File: config.mk
export PLATFORM = sky130hd
export DESIGN_NAME = core_ctrl_top
export DESIGN_NICKNAME = d
export VERILOG_FILES = /design/src/verilog/core_pkg.sv /design/src/verilog/core_settings.sv /design/src/verilog/core_spi_master.sv /design/src/verilog/core_readback.sv /design/src/verilog/radio_io_sync.sv /design/src/verilog/core_ctrl_top.sv
export SDC_FILE = /design/constraint.sdc
export NUM_CORES = 1
export LEC_CHECK = 0
export ABC_AREA = 1
export BUFFER_PORTS_ARGS = -buffer_cell sky130_fd_sc_hd__buf_2
export CAP_MARGIN = 30
export CORE_MARGIN = 2
export CORE_UTILIZATION = 50
export DETAILED_ROUTE_END_ITERATION = 10
export PLACE_DENSITY = 0.79
export SLEW_MARGIN = 20
export SYNTH_ARGS = -nofsm -noshare
export SYNTH_HDL_FRONTEND = slang
export SYNTH_HIERARCHICAL = 1
export SYNTH_SLANG_ARGS = --single-unit
File: constraint.sdc
create_clock -name radio_clk -period 4.5 [get_ports radio_clk]
set_clock_uncertainty 0.05 [all_clocks]
set_input_delay 0.9 -clock radio_clk [delete_from_list [all_inputs] [get_ports radio_clk]]
set_output_delay 0.9 -clock radio_clk [all_outputs]
set_load 0.02 [all_outputs]
File: src/verilog/core_pkg.sv
// ----------------------------------------------------------
// Shared types and constants for the radio core control block.
// Holds the settings bus format, register map and readback
// codes. Modules reference these by scoped name.
// ----------------------------------------------------------

package core_pkg;

   // ----------------------------------------------------------
   // Widths with a meaning
   // ----------------------------------------------------------
   // Settings register address
   typedef logic [7:0]  set_addr_t;
   // Settings write data
   typedef logic [31:0] set_data_t;
   // One complex sample, I and Q packed
   typedef logic [31:0] sample_t;
   // IO delay tap count
   typedef logic [4:0]  delay_t;
   // Readback word select
   typedef logic [2:0]  rb_sel_t;
   // Readback word
   typedef logic [63:0] rb_data_t;
   // SPI chip enables, active low
   typedef logic [7:0]  sen_t;

   // Settings bus, one write per cycle with stb high
   typedef struct packed {
      logic      stb;
      set_addr_t addr;
      set_data_t data;
   } set_bus_t;

   // ----------------------------------------------------------
   // Register map
   // ----------------------------------------------------------
   // SPI block uses base+0 divider, base+1 control, base+2 data/go
   localparam set_addr_t SR_CORE_SPI           = 8'd8;
   localparam set_addr_t SR_CORE_MISC          = 8'd16;
   localparam set_addr_t SR_CORE_DATA_DELAY    = 8'd17;
   localparam set_addr_t SR_CORE_CLK_DELAY     = 8'd18;
   localparam set_addr_t SR_CORE_RADIO_CONTROL = 8'd19;
   localparam set_addr_t SR_CORE_READBACK      = 8'd20;
   localparam set_addr_t SR_CORE_GPSDO_ST      = 8'd21;
   localparam set_addr_t SR_CORE_PPS_SEL       = 8'd22;
   localparam set_addr_t SR_CORE_LOOPBACK      = 8'd23;

   // Readback select codes
   localparam rb_sel_t RB_CORE_SIGNATURE = 3'd0;
   localparam rb_sel_t RB_CORE_SPI       = 3'd1;
   localparam rb_sel_t RB_CORE_STATUS    = 3'd2;
   localparam rb_sel_t RB_CORE_BIST      = 3'd3;

   // Signature word fields
   localparam logic [31:0] CORE_SIGNATURE = 32'hACE0BA5E;
   localparam logic [15:0] PRODUCT_ID     = 16'd2;
   localparam logic [7:0]  COMPAT_MAJOR   = 8'd1;
   localparam logic [7:0]  COMPAT_MINOR   = 8'd0;

endpackage

File: src/verilog/core_settings.sv
// ----------------------------------------------------------
// Core register bank on the settings bus. Decodes the core
// addresses, holds misc, delay, radio control, readback select,
// GPSDO status, PPS select and loopback registers.
// ----------------------------------------------------------
`timescale 1ns/100ps

module core_settings #(
   parameter core_pkg::delay_t CLK_DELAY_AT_RESET = 5'd16
) (
   input  logic                radio_clk,
   input  logic                i_reset,
   // Broadcast settings bus
   input  core_pkg::set_bus_t  i_set,
   // Register outputs
   output core_pkg::set_data_t o_misc,
   output core_pkg::delay_t    o_data_delay,
   output logic                o_ld_data_delay,
   output core_pkg::delay_t    o_clk_delay,
   output logic                o_ld_clk_delay,
   output logic [2:0]          o_radio_control,
   output core_pkg::rb_sel_t   o_rb_sel,
   output logic [7:0]          o_gpsdo_st,
   output logic                o_pps_sel,
   output logic                o_loopback
);

   // ----------------------------------------------------------
   // Address decode
   // ----------------------------------------------------------
   logic wr_misc;
   logic wr_data_delay;
   logic wr_clk_delay;
   logic wr_radio_control;
   logic wr_rb_sel;
   logic wr_gpsdo_st;
   logic wr_pps_sel;
   logic wr_loopback;

   // One strobe per register
   assign wr_misc          = i_set.stb && (i_set.addr == core_pkg::SR_CORE_MISC);
   assign wr_data_delay    = i_set.stb && (i_set.addr == core_pkg::SR_CORE_DATA_DELAY);
   assign wr_clk_delay     = i_set.stb && (i_set.addr == core_pkg::SR_CORE_CLK_DELAY);
   assign wr_radio_control = i_set.stb && (i_set.addr == core_pkg::SR_CORE_RADIO_CONTROL);
   assign wr_rb_sel        = i_set.stb && (i_set.addr == core_pkg::SR_CORE_READBACK);
   assign wr_gpsdo_st      = i_set.stb && (i_set.addr == core_pkg::SR_CORE_GPSDO_ST);
   assign wr_pps_sel       = i_set.stb && (i_set.addr == core_pkg::SR_CORE_PPS_SEL);
   assign wr_loopback      = i_set.stb && (i_set.addr == core_pkg::SR_CORE_LOOPBACK);

   // ----------------------------------------------------------
   // Registers with reset
   // ----------------------------------------------------------
   always_ff @(posedge radio_clk) begin
      if (i_reset) begin
         o_misc          <= '0;
         o_data_delay    <= '0;
         o_clk_delay     <= CLK_DELAY_AT_RESET;
         o_radio_control <= '0;
         o_rb_sel        <= core_pkg::RB_CORE_SIGNATURE;
         o_pps_sel       <= 1'b0;
         o_loopback      <= 1'b0;
      end else begin
         if (wr_misc) begin
            o_misc <= i_set.data;
         end
         if (wr_data_delay) begin
            o_data_delay <= i_set.data[4:0];
         end
         if (wr_clk_delay) begin
            o_clk_delay <= i_set.data[4:0];
         end
         if (wr_radio_control) begin
            o_radio_control <= i_set.data[2:0];
         end
         // Only the low select bits are kept
         if (wr_rb_sel) begin
            o_rb_sel <= i_set.data[2:0];
         end
         if (wr_pps_sel) begin
            o_pps_sel <= i_set.data[0];
         end
         if (wr_loopback) begin
            o_loopback <= i_set.data[0];
         end
      end
   end

   // ----------------------------------------------------------
   // Delay load pulses
   // ----------------------------------------------------------
   // High for the single cycle the new delay first shows
   always_ff @(posedge radio_clk) begin
      if (i_reset) begin
         o_ld_data_delay <= 1'b0;
         o_ld_clk_delay  <= 1'b0;
      end else begin
         o_ld_data_delay <= wr_data_delay;
         o_ld_clk_delay  <= wr_clk_delay;
      end
   end

   // GPSDO status survives a core reset
   // Host writes it once after the GPSDO reports lock
   always_ff @(posedge radio_clk) begin
      if (wr_gpsdo_st) begin
         o_gpsdo_st <= i_set.data[7:0];
      end
   end

endmodule

File: src/verilog/core_spi_master.sv
// ----------------------------------------------------------
// SPI master for peripheral chips, programmed on the settings
// bus. Write divider at base+0, mask and bit count at base+1,
// then data at base+2 to start. Ready returns when done.
// ----------------------------------------------------------
`timescale 1ns/100ps

module core_spi_master #(
   parameter core_pkg::set_addr_t SPI_BASE = 8'd8,
   parameter core_pkg::sen_t      SEN_IDLE = 8'hFF
) (
   input  logic                radio_clk,
   input  logic                i_reset,
   // Broadcast settings bus
   input  core_pkg::set_bus_t  i_set,
   // SPI pins
   output core_pkg::sen_t      o_sen,
   output logic                o_sclk,
   output logic                o_mosi,
   input  logic                i_miso,
   // Status for readback
   output logic                o_spi_ready,
   output core_pkg::set_data_t o_spi_result
);

   typedef enum logic [1:0] {
      IDLE,
      LEAD,
      TRAIL,
      DONE
   } spi_state_t;

   spi_state_t          state;
   // Programmed settings
   logic [15:0]         div_reg;
   logic [5:0]          nbits_reg;
   core_pkg::sen_t      mask_reg;
   // Transfer state
   logic [15:0]         half_cnt;
   logic [5:0]          bits_left;
   core_pkg::set_data_t shift_out;
   logic                half_done;
   logic                go;

   // ----------------------------------------------------------
   // Settings decode
   // ----------------------------------------------------------
   // Data write only starts a transfer when idle
   assign go = i_set.stb && (i_set.addr == SPI_BASE + 8'd2) && o_spi_ready;

   always_ff @(posedge radio_clk) begin
      if (i_reset) begin
         div_reg   <= '0;
         nbits_reg <= '0;
         mask_reg  <= '0;
      end else if (i_set.stb) begin
         if (i_set.addr == SPI_BASE) begin
            div_reg <= i_set.data[15:0];
         end
         // Control: bit count in [29:24], slave mask in [7:0]
         if (i_set.addr == SPI_BASE + 8'd1) begin
            nbits_reg <= i_set.data[29:24];
            mask_reg  <= i_set.data[7:0];
         end
      end
   end

   // End of an SCLK half period, divider+1 cycles long
   assign half_done = (half_cnt == div_reg);

   // ----------------------------------------------------------
   // Transfer FSM
   // ----------------------------------------------------------
   always_ff @(posedge radio_clk) begin
      if (i_reset) begin
         state       <= IDLE;
         o_spi_ready <= 1'b1;
         o_sen       <= SEN_IDLE;
         o_sclk      <= 1'b0;
         o_mosi      <= 1'b0;
         half_cnt    <= '0;
         bits_left   <= '0;
      end else begin
         case (state)
            IDLE: begin
               if (go) begin
                  state       <= LEAD;
                  o_spi_ready <= 1'b0;
                  o_sen       <= ~mask_reg;
                  // First bit set up ahead of first rising edge
                  o_mosi      <= i_set.data[31];
                  half_cnt    <= '0;
                  bits_left   <= nbits_reg;
               end
            end
            // SCLK low half
            LEAD: begin
               if (half_done) begin
                  half_cnt <= '0;
                  o_sclk   <= 1'b1;
                  state    <= TRAIL;
               end else begin
                  half_cnt <= half_cnt + 16'd1;
               end
            end
            // SCLK high half, next bit driven at the falling edge
            TRAIL: begin
               if (half_done) begin
                  half_cnt <= '0;
                  o_sclk   <= 1'b0;
                  if (bits_left <= 6'd1) begin
                     state <= DONE;
                  end else begin
                     o_mosi    <= shift_out[30];
                     bits_left <= bits_left - 6'd1;
                     state     <= LEAD;
                  end
               end else begin
                  half_cnt <= half_cnt + 16'd1;
               end
            end
            DONE: begin
               o_sen       <= SEN_IDLE;
               o_mosi      <= 1'b0;
               o_spi_ready <= 1'b1;
               state       <= IDLE;
            end
            default: begin
               state <= IDLE;
            end
         endcase
      end
   end

   // Data shifters, MSB out first and MISO into the low end
   always_ff @(posedge radio_clk) begin
      if (state == IDLE && go) begin
         shift_out    <= i_set.data;
         o_spi_result <= '0;
      end else if (state == LEAD && half_done) begin
         o_spi_result <= {o_spi_result[30:0], i_miso};
      end else if (state == TRAIL && half_done) begin
         shift_out <= {shift_out[30:0], 1'b0};
      end
   end

endmodule

File: src/verilog/core_readback.sv
// ----------------------------------------------------------
// Readback mux for the core. Picks the 64-bit word named by
// the readback select register; purely combinational.
// ----------------------------------------------------------
`timescale 1ns/100ps

module core_readback (
   input  core_pkg::rb_sel_t   i_rb_sel,
   // Sources
   input  core_pkg::set_data_t i_spi_result,
   input  logic                i_spi_ready,
   input  logic [7:0]          i_gpsdo_st,
   input  logic [31:0]         i_rb_misc,
   input  logic                i_bist_done,
   input  logic                i_bist_error,
   // Selected word
   output core_pkg::rb_data_t  o_rb_data
);

   always_comb begin
      case (i_rb_sel)
         // Identity and compatibility numbers
         core_pkg::RB_CORE_SIGNATURE: begin
            o_rb_data = {core_pkg::CORE_SIGNATURE, core_pkg::PRODUCT_ID,
                         core_pkg::COMPAT_MAJOR, core_pkg::COMPAT_MINOR};
         end
         // Ready flag above last SPI result
         core_pkg::RB_CORE_SPI: begin
            o_rb_data = {31'd0, i_spi_ready, i_spi_result};
         end
         // GPSDO status over board misc inputs
         core_pkg::RB_CORE_STATUS: begin
            o_rb_data = {24'd0, i_gpsdo_st, i_rb_misc};
         end
         // External FIFO BIST flags
         core_pkg::RB_CORE_BIST: begin
            o_rb_data = {62'd0, i_bist_error, i_bist_done};
         end
         default: begin
            o_rb_data = '0;
         end
      endcase
   end

endmodule

File: src/verilog/radio_io_sync.sv
// ----------------------------------------------------------
// Radio side glue. Synchronizes both PPS sources and picks one,
// and registers the receive samples with optional loopback of
// the transmit samples per channel.
// ----------------------------------------------------------
`timescale 1ns/100ps

module radio_io_sync (
   input  logic              radio_clk,
   // PPS sources and select
   input  logic              i_pps_int,
   input  logic              i_pps_ext,
   input  logic              i_pps_sel,
   // Loopback enable
   input  logic              i_loopback,
   // Samples
   input  core_pkg::sample_t i_rx0,
   input  core_pkg::sample_t i_rx1,
   input  core_pkg::sample_t i_tx0,
   input  core_pkg::sample_t i_tx1,
   // Outputs
   output logic              o_pps,
   output core_pkg::sample_t o_rx0,
   output core_pkg::sample_t o_rx1
);

   // ----------------------------------------------------------
   // PPS
   // ----------------------------------------------------------
   // Two flop synchronizers, bit 1 is the settled copy
   logic [1:0] pps_int_sync;
   logic [1:0] pps_ext_sync;

   always_ff @(posedge radio_clk) begin
      pps_int_sync <= {pps_int_sync[0], i_pps_int};
      pps_ext_sync <= {pps_ext_sync[0], i_pps_ext};
   end

   // 1 selects the external reference
   assign o_pps = i_pps_sel ? pps_ext_sync[1] : pps_int_sync[1];

   // ----------------------------------------------------------
   // Receive loopback
   // ----------------------------------------------------------
   // Each channel returns its own transmit sample
   always_ff @(posedge radio_clk) begin
      if (i_loopback) begin
         o_rx0 <= i_tx0;
         o_rx1 <= i_tx1;
      end else begin
         o_rx0 <= i_rx0;
         o_rx1 <= i_rx1;
      end
   end

endmodule

File: src/verilog/core_ctrl_top.sv
// ----------------------------------------------------------
// Global control top level. Puts the register bank, SPI master,
// readback mux and radio IO glue on one settings bus.
// Parameters set the SPI base, idle chip enables and clock delay.
// ----------------------------------------------------------
`timescale 1ns/100ps

module core_ctrl_top #(
   parameter core_pkg::set_addr_t SPI_BASE           = core_pkg::SR_CORE_SPI,
   parameter core_pkg::sen_t      SEN_IDLE           = 8'hFF,
   parameter core_pkg::delay_t    CLK_DELAY_AT_RESET = 5'd16
) (
   input  logic                radio_clk,
   input  logic                i_reset,
   // Settings bus and board inputs
   input  core_pkg::set_bus_t  i_set,
   input  logic                i_miso,
   input  logic [31:0]         i_rb_misc,
   input  logic                i_bist_done,
   input  logic                i_bist_error,
   input  logic                i_pps_int,
   input  logic                i_pps_ext,
   input  core_pkg::sample_t   i_rx0,
   input  core_pkg::sample_t   i_rx1,
   input  core_pkg::sample_t   i_tx0,
   input  core_pkg::sample_t   i_tx1,
   // Readback and SPI
   output core_pkg::rb_data_t  o_rb_data,
   output logic                o_spi_ready,
   output core_pkg::sen_t      o_sen,
   output logic                o_sclk,
   output logic                o_mosi,
   // Control registers
   output core_pkg::set_data_t o_misc,
   output core_pkg::delay_t    o_data_delay,
   output logic                o_ld_data_delay,
   output core_pkg::delay_t    o_clk_delay,
   output logic                o_ld_clk_delay,
   output logic [2:0]          o_radio_control,
   // Radio side
   output logic                o_pps,
   output core_pkg::sample_t   o_rx0,
   output core_pkg::sample_t   o_rx1
);

   core_pkg::rb_sel_t   rb_sel;
   core_pkg::set_data_t spi_result;
   logic [7:0]          gpsdo_st;
   logic                pps_sel;
   logic                loopback;

   // ----------------------------------------------------------
   // Settings bus peers
   // ----------------------------------------------------------
   core_settings #(.CLK_DELAY_AT_RESET(CLK_DELAY_AT_RESET)) u_settings (
      .radio_clk(radio_clk), .i_reset(i_reset), .i_set(i_set),
      .o_misc(o_misc),
      .o_data_delay(o_data_delay), .o_ld_data_delay(o_ld_data_delay),
      .o_clk_delay(o_clk_delay), .o_ld_clk_delay(o_ld_clk_delay),
      .o_radio_control(o_radio_control), .o_rb_sel(rb_sel),
      .o_gpsdo_st(gpsdo_st), .o_pps_sel(pps_sel), .o_loopback(loopback)
   );

   core_spi_master #(.SPI_BASE(SPI_BASE), .SEN_IDLE(SEN_IDLE)) u_spi (
      .radio_clk(radio_clk), .i_reset(i_reset), .i_set(i_set),
      .o_sen(o_sen), .o_sclk(o_sclk), .o_mosi(o_mosi), .i_miso(i_miso),
      .o_spi_ready(o_spi_ready), .o_spi_result(spi_result)
   );

   // Readback word for the host
   core_readback u_readback (
      .i_rb_sel(rb_sel), .i_spi_result(spi_result), .i_spi_ready(o_spi_ready),
      .i_gpsdo_st(gpsdo_st), .i_rb_misc(i_rb_misc),
      .i_bist_done(i_bist_done), .i_bist_error(i_bist_error),
      .o_rb_data(o_rb_data)
   );

   // PPS select and receive loopback
   radio_io_sync u_io_sync (
      .radio_clk(radio_clk),
      .i_pps_int(i_pps_int), .i_pps_ext(i_pps_ext), .i_pps_sel(pps_sel),
      .i_loopback(loopback),
      .i_rx0(i_rx0), .i_rx1(i_rx1), .i_tx0(i_tx0), .i_tx1(i_tx1),
      .o_pps(o_pps), .o_rx0(o_rx0), .o_rx1(o_rx1)
   );

endmodule

==> results of run 1 <==
per-layer routing:
layer,GRT usage,vias up,routed length (um)
met5,0,-,0
li1,-,5735,-
met3,0.129,55,5240
met2,0.432,585,16600
met1,0.381,5305,15800
met4,0.0753,0,807
synthesized netlist by cell type, drive strengths merged:
library cell / instances
edfxtp: 39
clkinv: 3
a21oi: 71
buf: 72
o21ai: 48
conb: 1
a22oi: 1
o211ai: 1
clkbuf: 26
or2: 1
nor2: 162
nand2: 634
o31ai: 1
dfxtp: 217
nand4: 69
nor3b: 1
a211o: 8
inv: 197
nand3: 67
and3: 1
ha: 8
nor3: 8
xor2: 3
worst min-delay path by stage:
stage                              startpoint  slack [ps]                   endpoint  depth (start not counted)
finish              u_io_sync/pps_ext_sync[0]         280  u_io_sync/pps_ext_sync[1]                          0
global route        u_io_sync/pps_int_sync[0]         280  u_io_sync/pps_int_sync[1]                          0
CTS                 u_io_sync/pps_ext_sync[0]         280  u_io_sync/pps_ext_sync[1]                          0
detailed placement  u_io_sync/pps_int_sync[0]         270  u_io_sync/pps_int_sync[1]                          0
global placement    u_io_sync/pps_int_sync[0]         260  u_io_sync/pps_int_sync[1]                          0
floorplan           u_io_sync/pps_ext_sync[0]         260  u_io_sync/pps_ext_sync[1]                          0
critical path: cells and delay by family (launching register included):
kind          cells  cell delay [ps]
buf+inv           2              270
simple gates      3              870
flops             1              550
cell families after synthesis:
logic type | after synthesis
buffers and inverters | 298
AOI/OAI and AO/OA | 130
and+or+nand+nor | 943
xor gates and xnor gates | 3
adders and majority gates | 8
DFF | 256
other | 1
metrics by stage:
step / std cells / hold WS, ps / cell area [um^2]
final: 2317 / 276 / 14500
after global routing: 2317 / 284 / 14500
after CTS: 2314 / 279 / 14500
after detailed placement: 2263 / 266 / 13500
after global placement: 2262 / 262 / 13500
after floorplan: 1650 / 260 / 11800
power by group through the flow:
stage          Clock, mW  Sequential, mW  Combinational, mW
2_1_floorplan          0            2.77              0.630
3_3_place_gp           0            2.74              0.918
3_5_place_dp           0            2.75              0.946
4_1_cts             2.36            2.71              0.954
5_1_grt             2.46            2.73               1.07
6_report            2.33            2.71              0.967
final cells by class:
type / count / area, um^2
Clock inverter: 6 / 37.5
Clock buffer: 45 / 918
Fill cell: 2121 / 8720
Timing Repair Buffer: 395 / 2060
Tap cell: 319 / 399
Inverter: 200 / 758
Multi-Input combinational cell: 1096 / 4850
Sequential cell: 256 / 5520
==> flow_summary.json, run 1 <==
{
  "outcome": "complete, no violations",
  "path_clk_slew_ps": 60,
  "reg2reg_slack_ps": 1940,
  "antenna_cells": 0,
  "rows": 56,
  "synth_compound_area_frac": 0.0589,
  "period_share": 0.710,
  "p_leak_nw": 7.39,
  "synth_adder_area_share": 0.00852,
  "critPathLaunchType": "register",
  "initial_core_util": 0.505,
  "ys_seq_area_frac": 0.470,
  "worstSetupPathType": "reg -> out",
  "yosysTopAreaCell": "dfxtp_1",
  "h-tree-depth": 1,
  "antenna_found_initial": 3,
  "rr_endpoint": "u_spi/half_cnt[3]",
  "cpMostUsedCell": "nand2_1",
  "drt_iter0_drc": 1042,
  "routed_wl_mm": 38.5,
  "port_buffers": 382,
  "fmax_mhz": 313,
  "syn2layout_area_growth_pct": 23.8,
  "synthSimpleGateAreaFrac": 0.339,
  "syn-cell-area_um2": 11700,
  "worst_slew_pin_slew_ps": 888,
  "hold_buffers": 0,
  "peakVddDrop_v": 0.000246,
  "finalSetupViolations": 0,
  "final_common_cell": "nand2_1",
  "final_cell_mix": "nand2_1, buf_2, dfxtp_1",
  "synth_cells": 1639,
  "cp-endpoint": "o_rb_data[11]",
  "crit_path_end_kind": "primary output",
  "hold_viol_final": 0,
  "die_h_um": 157,
  "clockBufferDepth": 3,
  "synth_top_family_by_area": "simple AND/OR/NAND/NOR gates",
  "synth-xor-area-share": 0.00224,
  "cts_tree": "built",
  "cp_cell_sequence": "inv_4 > nor2_4 > nand2_1 > nand2_1 > buf_2",
  "p_comb_frac": 0.161,
  "rr_worst_depth": 7,
  "finish.utilization": 0.625,
  "slowest_delay_ps": 550,
  "ant_nets": 0,
  "routabilityCongestion": 0.888,
  "grt_max_degree": 66,
  "route.detailed.drc": 0,
  "grt_pass1_vias": 10022,
  "period_needed_ps": 3190,
  "switching_power_mw": 1.74,
  "synth.distinct_cells": 41,
  "rsz0062_at_grt": "no",
  "post-place-ws_ps": 1550,
  "max_slew_margin": 0.407,
  "cts_sinks": 256,
  "drtPass1Iterations": 7,
  "post_cts_buffers": 0,
  "drv_slew": 0,
  "drive_gt1_frac": 0.243,
  "ys_top_cells_by_area": "dfxtp_1, nand2_1, edfxtp_1",
  "power.internal_mw": 4.27,
  "power_mw": 6.01,
  "max_cap_viol_count": 0,
  "dp_hpwl_mm": 28.4,
  "yosys_warnings": 6,
  "synth_top_area_frac": 0.370,
  "avgSynthCellArea_um2": 7.17,
  "fp.dieW_um": 157,
  "clockPowerShare": 0.388,
  "clockRootBuffer": "clkbuf_16",
  "p_per_area_nw_per_um2": 413,
  "drt-wirelength-per-cell_um": 16.6,
  "grt_usage": 0.289,
  "p_sw_frac": 0.289,
  "grt_pass1_wl_mm": 54.8,
  "nets": 2193,
  "critPathMaxFanout": 30,
  "layout_setup_ws_ps": 1310,
  "cts_made_buffers": 28,
  "timing.rr.start": "u_spi/state[1]",
  "cts.repair.resized": 0,
  "min_path_type": "reg -> reg",
  "die_area_um2": 24700,
  "fp.coreArea_um2": 23300,
  "synth_mux_area_frac": 0,
  "post_drt_via_cell_ratio": 5.04,
  "arrival_ps": 2240,
  "cp-startpoint": "u_settings/o_rb_sel[1]",
  "via_count": 11680,
  "grt_overflow": 0,
  "seqPwrFrac": 0.451,
  "crit_required_ps": 3550,
  "worstSkewPairLatency_ps": 540,
  "fin_setup_tns_ps": 0,
  "ios": 395,
  "ys_ff_latch": 256,
  "slowest_stage": "dfxtp_1"
}
Note: power is estimated with default switching activity, not from simulation.
==> run 2: changes to the inputs <==
--- a/config.mk
+++ b/config.mk
@@ -5,13 +5,13 @@
 export SDC_FILE = /design/constraint.sdc
 export NUM_CORES = 1
 export LEC_CHECK = 0
-export ABC_AREA = 1
+export ABC_AREA = 0
 export BUFFER_PORTS_ARGS = -buffer_cell sky130_fd_sc_hd__buf_2
 export CAP_MARGIN = 30
 export CORE_MARGIN = 2
-export CORE_UTILIZATION = 50
+export CORE_UTILIZATION = 46
 export DETAILED_ROUTE_END_ITERATION = 10
-export PLACE_DENSITY = 0.79
+export PLACE_DENSITY = 0.77
 export SLEW_MARGIN = 20
 export SYNTH_ARGS = -nofsm -noshare
 export SYNTH_HDL_FRONTEND = slang
==> constraint.sdc (replaced) <==
create_clock -name radio_clk -period 2.8 [get_ports radio_clk]
set_clock_uncertainty 0.05 [all_clocks]
set_input_delay 0.56 -clock radio_clk [delete_from_list [all_inputs] [get_ports radio_clk]]
set_output_delay 0.56 -clock radio_clk [all_outputs]
set_load 0.02 [all_outputs]
==> flow_summary.json, run 2 <==
{
  "outcome": "complete, no violations",
  "drt_iter0_drc": 673,
  "async_flop_share": 0,
  "multi_input_comb_area_um2": 5330,
  "path_clk_slew_ps": 60,
  "wl_met3_mm": 2.65,
  "fp.dieW_um": 162,
  "rr_worst_depth": 5,
  "finalSetupViolations": 0,
  "synth.most_common_cell": "dfxtp_1",
  "cts_sinks": 256,
  "wl_met1_mm": 13.2,
  "antenna_found_initial": 5,
  "grt_overflow": 0,
  "grt_max_degree": 107,
  "dp_hpwl_mm": 26.2,
  "max_cap_viol_count": 0,
  "synthFlopType": "dfxtp_1",
  "syn-cell-area_um2": 11500,
  "ant_nets": 0,
  "syn2layout_area_growth_pct": 26.0,
  "post_drt_via_cell_ratio": 5.43,
  "timing.rr.start": "u_spi/half_cnt[0]",
  "fmax_mhz": 373,
  "worstSkewPairLatency_ps": 540,
  "finalNonFillerCells": 1828,
  "cts_tree": "built",
  "finish.utilization": 0.595,
  "post-place-ws_ps": 177,
  "grt_pass1_vias": 9581,
  "cts_made_buffers": 28,
  "period_needed_ps": 2680,
  "wl_met2_mm": 18.2,
  "clockBufferDepth": 3,
  "peakVddDrop_v": 0.000447,
  "rr_endpoint": "u_spi/bits_left[2]",
  "drv_slew": 0,
  "critPathLaunchType": "register",
  "nets": 1696,
  "final_common_cell": "buf_2",
  "grt_usage": 0.261,
  "placed_cell_area_um2": 13600,
  "critPathMaxFanout": 12,
  "fp.coreArea_um2": 24500,
  "synth.distinct_cells": 72,
  "yosys-top-cells-count": "dfxtp_1, nand2_1, a21oi_1",
  "yosys_warnings": 6,
  "hold_depth": 1,
  "worst_slew_pin_slew_ps": 768,
  "rows": 57,
  "min_path_type": "in -> reg",
  "holdWs_ps": 88.4,
  "die_area_um2": 26400,
  "route.detailed.drc": 0,
  "routabilityCongestion": 0.922,
  "power_mw": 9.39,
  "ys_ff_latch": 256,
  "dp.cells": 1772,
  "routed_wl_mm": 35.6,
  "h-tree-depth": 1,
  "via_count": 9921,
  "crit_required_ps": 2190,
  "hold_viol_final": 0,
  "p_per_area_nw_per_um2": 646,
  "port_buffers": 382,
  "synth_top_area_frac": 0.376,
  "avgSynthCellArea_um2": 10.2,
  "period_share": 0.959,
  "worstSetupPathType": "reg -> out",
  "rsz0062_at_grt": "yes",
  "cp-startpoint": "u_settings/o_rb_sel[1]",
  "crit_path_end_kind": "primary output",
  "yosysTopAreaCell": "dfxtp_1",
  "synth_cells": 1134,
  "fin_setup_tns_ps": 0,
  "highest_layer": "met5",
  "drive_gt1_frac": 0.382,
  "die_h_um": 162,
  "stdcell_area_um2": 14600,
  "clockRootBuffer": "clkbuf_16",
  "post_cts_buffers": 0,
  "ys_seq_area_frac": 0.478,
  "drt-wirelength-per-cell_um": 19.5,
  "synth_edf_count": 39,
  "arrival_ps": 2070,
  "layout_setup_ws_ps": 116,
  "reg2reg_slack_ps": 460,
  "cp-endpoint": "o_rb_data[14]",
  "ys_top_cells_by_area": "dfxtp_1, edfxtp_1, mux2_4",
  "ios": 395,
  "max_slew_margin": 0.488,
  "initial_core_util": 0.472,
  "p_leak_nw": 6.42,
  "final_cell_mix": "buf_2, dfxtp_1, nand2_1",
  "grt_pass1_wl_mm": 53.5,
  "drtPass1Iterations": 5,
  "fill_cells": 2075,
  "ff_latch_area_um2": 5520
}
## run 2: worst min path at each step
stage / start / to / slack (ps)
detailed placement: u_io_sync/pps_int_sync[0] / u_io_sync/pps_int_sync[1] / 270
global route: i_pps_ext / u_io_sync/pps_ext_sync[0] / 70
global placement: u_io_sync/pps_ext_sync[0] / u_io_sync/pps_ext_sync[1] / 260
CTS: i_pps_ext / u_io_sync/pps_ext_sync[0] / 60
finish: i_pps_ext / u_io_sync/pps_ext_sync[0] / 90
floorplan: u_io_sync/pps_ext_sync[0] / u_io_sync/pps_ext_sync[1] / 260
## run 2: power breakdown
| group | switching [mW] | internal [mW] | total, mW |
|---|---|---|---|
| registers | 0.222 | 4.05 | 4.27 |
| clock network | 1.47 | 2.25 | 3.72 |
| logic | 0.849 | 0.551 | 1.40 |
## run 2: final cells by class
cell class | instances | share of cell area
Antenna cell | 3 | 0.000516
Sequential cell | 256 | 0.379
Multi-Input combinational cell | 760 | 0.366
Tap cell | 324 | 0.0279
Clock inverter | 8 | 0.00499
Clock buffer | 43 | 0.0605
Timing Repair Buffer | 419 | 0.157
Inverter | 15 | 0.00387
## run 2: critical path, cell delays in order (launching register included)
cell and delay (ps):
dfxtp_1 510, nor2b_4 440, buf_4 220, a22oi_1 90, nor2_1 110, buf_2 170
## run 2: repair_timing
| action | CTS | global route |
|---|---|---|
| setup endpoints to repair | 28 | 19 |
| gates cloned | 2 | 0 |
| hold buffers | 0 | 0 |
| hold endpoints to repair | 0 | 0 |
| resized for setup | 1 | 2 |
## run 2: routing by layer
layer,GRT usage,vias up
met5,0,-
li1,-,4707
met1,0.293,4660
met2,0.479,464
met4,0.109,2
met3,0.0530,88
## run 2: cells by family after synthesis
logic type / synth area share
xor gates and xnor gates: 0.0220
adders and majority gates: 0.00867
other: 0.000325
buffers and inverters: 0.0679
and+or+nand+nor: 0.170
AOI/OAI and AO/OA: 0.121
DFF: 0.478
muxes: 0.132
==> run 3: changes to the inputs <==
--- a/config.mk
+++ b/config.mk
@@ -12,7 +12,7 @@
 export CORE_UTILIZATION = 46
 export DETAILED_ROUTE_END_ITERATION = 10
 export PLACE_DENSITY = 0.77
-export SLEW_MARGIN = 20
+export SLEW_MARGIN = 0
 export SYNTH_ARGS = -nofsm -noshare
 export SYNTH_HDL_FRONTEND = slang
 export SYNTH_HIERARCHICAL = 1
==> constraint.sdc (replaced) <==
create_clock -name radio_clk -period 2.2 [get_ports radio_clk]
set_clock_uncertainty 0.05 [all_clocks]
set_input_delay 0.44 -clock radio_clk [delete_from_list [all_inputs] [get_ports radio_clk]]
set_output_delay 0.44 -clock radio_clk [all_outputs]
set_load 0.02 [all_outputs]
==> flow_summary.json, run 3 (synthesized netlist as in run 2, its figures left out) <==
{
  "fp.dieW_um": 162,
  "cts_made_buffers": 28,
  "via_count": 10170,
  "cts_tree": "built",
  "drt-wirelength-per-cell_um": 19.6,
  "fmax_mhz": 445,
  "worstSkewPairLatency_ps": 540,
  "routed_wl_mm": 37.0,
  "reg2reg_slack_ps": -20,
  "nets": 1753,
  "p_leak_nw": 6.82,
  "hold_viol_final": 0,
  "critPathMaxFanout": 8,
  "rsz0062_at_grt": "yes",
  "antenna_found_initial": 5,
  "drive_gt1_frac": 0.429,
  "max_slew_margin": 0.650,
  "final_cell_mix": "buf_2, dfxtp_1, nand2_1",
  "layout_setup_ws_ps": -49.3,
  "hold-path-endpoint": "u_io_sync/o_rx1[1]",
  "dp.cells": 1819,
  "placed_cell_area_um2": 14000,
  "peakVddDrop_v": 0.000673,
  "period_needed_ps": 2250,
  "clockBufferDepth": 3,
  "hold_depth": 2,
  "rr_endpoint": "u_spi/o_spi_result[16]",
  "initial_core_util": 0.472,
  "holdWs_ps": 71.5,
  "worstSetupPathType": "reg -> out",
  "die_h_um": 162,
  "finalNonFillerCells": 1884,
  "drt_iter0_drc": 657,
  "post-place-ws_ps": -157,
  "outcome": "complete, but fails checks",
  "fp.coreArea_um2": 24500,
  "die_area_um2": 26400,
  "violations": "negative setup slack",
  "drv_slew": 0,
  "ios": 395,
  "min_path_type": "in -> reg",
  "p_per_area_nw_per_um2": 802,
  "drtPass1Iterations": 5,
  "syn2layout_area_growth_pct": 34.1,
  "clockRootBuffer": "clkbuf_16",
  "critPathLaunchType": "register",
  "crit_required_ps": 1710,
  "stdcell_area_um2": 15500,
  "rr_worst_depth": 7,
  "cts_sinks": 256,
  "grt_usage": 0.266,
  "grt_max_degree": 42,
  "h-tree-depth": 1,
  "period_share": 1.02,
  "arrival_ps": 1760,
  "dp_hpwl_mm": 27.2,
  "grt_pass1_wl_mm": 54.5,
  "routabilityCongestion": 0.965,
  "crit_path_end_kind": "primary output",
  "path_clk_slew_ps": 60,
  "route.detailed.drc": 0,
  "port_buffers": 382,
  "min_from": "i_rx1[1]",
  "final_common_cell": "buf_2",
  "finalSetupViolations": 12,
  "grt_pass1_vias": 9703,
  "max_cap_viol_count": 0,
  "ant_nets": 0,
  "grt_overflow": 0,
  "post_drt_via_cell_ratio": 5.40,
  "rows": 57,
  "timing.rr.start": "u_spi/half_cnt[8]",
  "worst_slew_pin_slew_ps": 525
}
-- run 3: cell types whose count changed in the layout (fill, tap and decap cells not counted), moves of 7 or more --
cell,change
buf_4,+52
buf_6,+15
buf_12,+7
a22oi_2,+16
a22oi_1,-16
buf_2,-23
-- run 3: where the power goes --
part           leakage (nW)  internal, mW  switching, mW
Combinational          4.20         0.834           1.15
Sequential             2.14          5.15          0.307
Clock                 0.487          3.07           1.92
-- run 3: worst max-delay path by stage --
stage | start | to | slack [ps] | cells past startpoint
2_1_floorplan | i_set[36] | u_spi/half_cnt[12] | 7 | 7
3_3_place_gp | i_set[36] | u_spi/shift_out[19] | -100 | 7
3_5_place_dp | i_set[36] | u_spi/shift_out[14] | -160 | 7
4_1_cts | u_settings/o_rb_sel[1] | o_rb_data[1] | -40 | 4
5_1_grt | u_settings/o_rb_sel[1] | o_rb_data[3] | -120 | 6
6_report | u_settings/o_rb_sel[1] | o_rb_data[3] | -50 | 6
-- run 3: metrics by stage --
step | setup TNS [ps] | utilization | power, mW
2_1_floorplan | 0 | - | 6.61
3_3_place_gp | -3060 | 0.572 | 7.39
3_5_place_dp | -4940 | 0.572 | 7.45
4_1_cts | -154 | 0.618 | 12.4
5_1_grt | -1860 | 0.633 | 12.9
6_report | -237 | 0.633 | 12.4
-- run 3: metal layers --
| metal | up-vias | track usage | share of wire |
|---|---|---|---|
| li1 | 4803 | - | - |
| met3 | 69 | 0.0425 | 0.068 |
| met4 | 2 | 0.108 | 0.034 |
| met2 | 462 | 0.491 | 0.53 |
| met1 | 4834 | 0.306 | 0.37 |
| met5 | - | 0 | 0.00030 |
-- run 3: layout make-up --
class,instances,area (um^2)
Clock inverter,11,145
Antenna cell,3,7.51
Fill cell,2002,8980
Sequential cell,256,5530
Inverter,15,56.3
Timing Repair Buffer,477,2980
Multi-Input combinational cell,759,5510
Clock buffer,39,856
Tap cell,324,405
-- run 3: timing repair --
| item | 4_1_cts | 5_1_grt |
|---|---|---|
| buffers inserted | 5 | 2 |
| cloned | 1 | 2 |
| endpoints found under the setup margin | 52 | 104 |
| pin swaps | 4 | 21 |
| endpoints found under the hold margin | 2 | 0 |
| gates resized for setup | 15 | 76 |
| hold buffers | 2 | 0 |
-- run 3: worst max-delay path, stage by stage, from the launching register on --
cell	delay, ps
dfxtp_4	370
nor2b_4	130
buf_12	140
buf_6	140
a22oi_2	210
nor2_1	70
buf_4	170
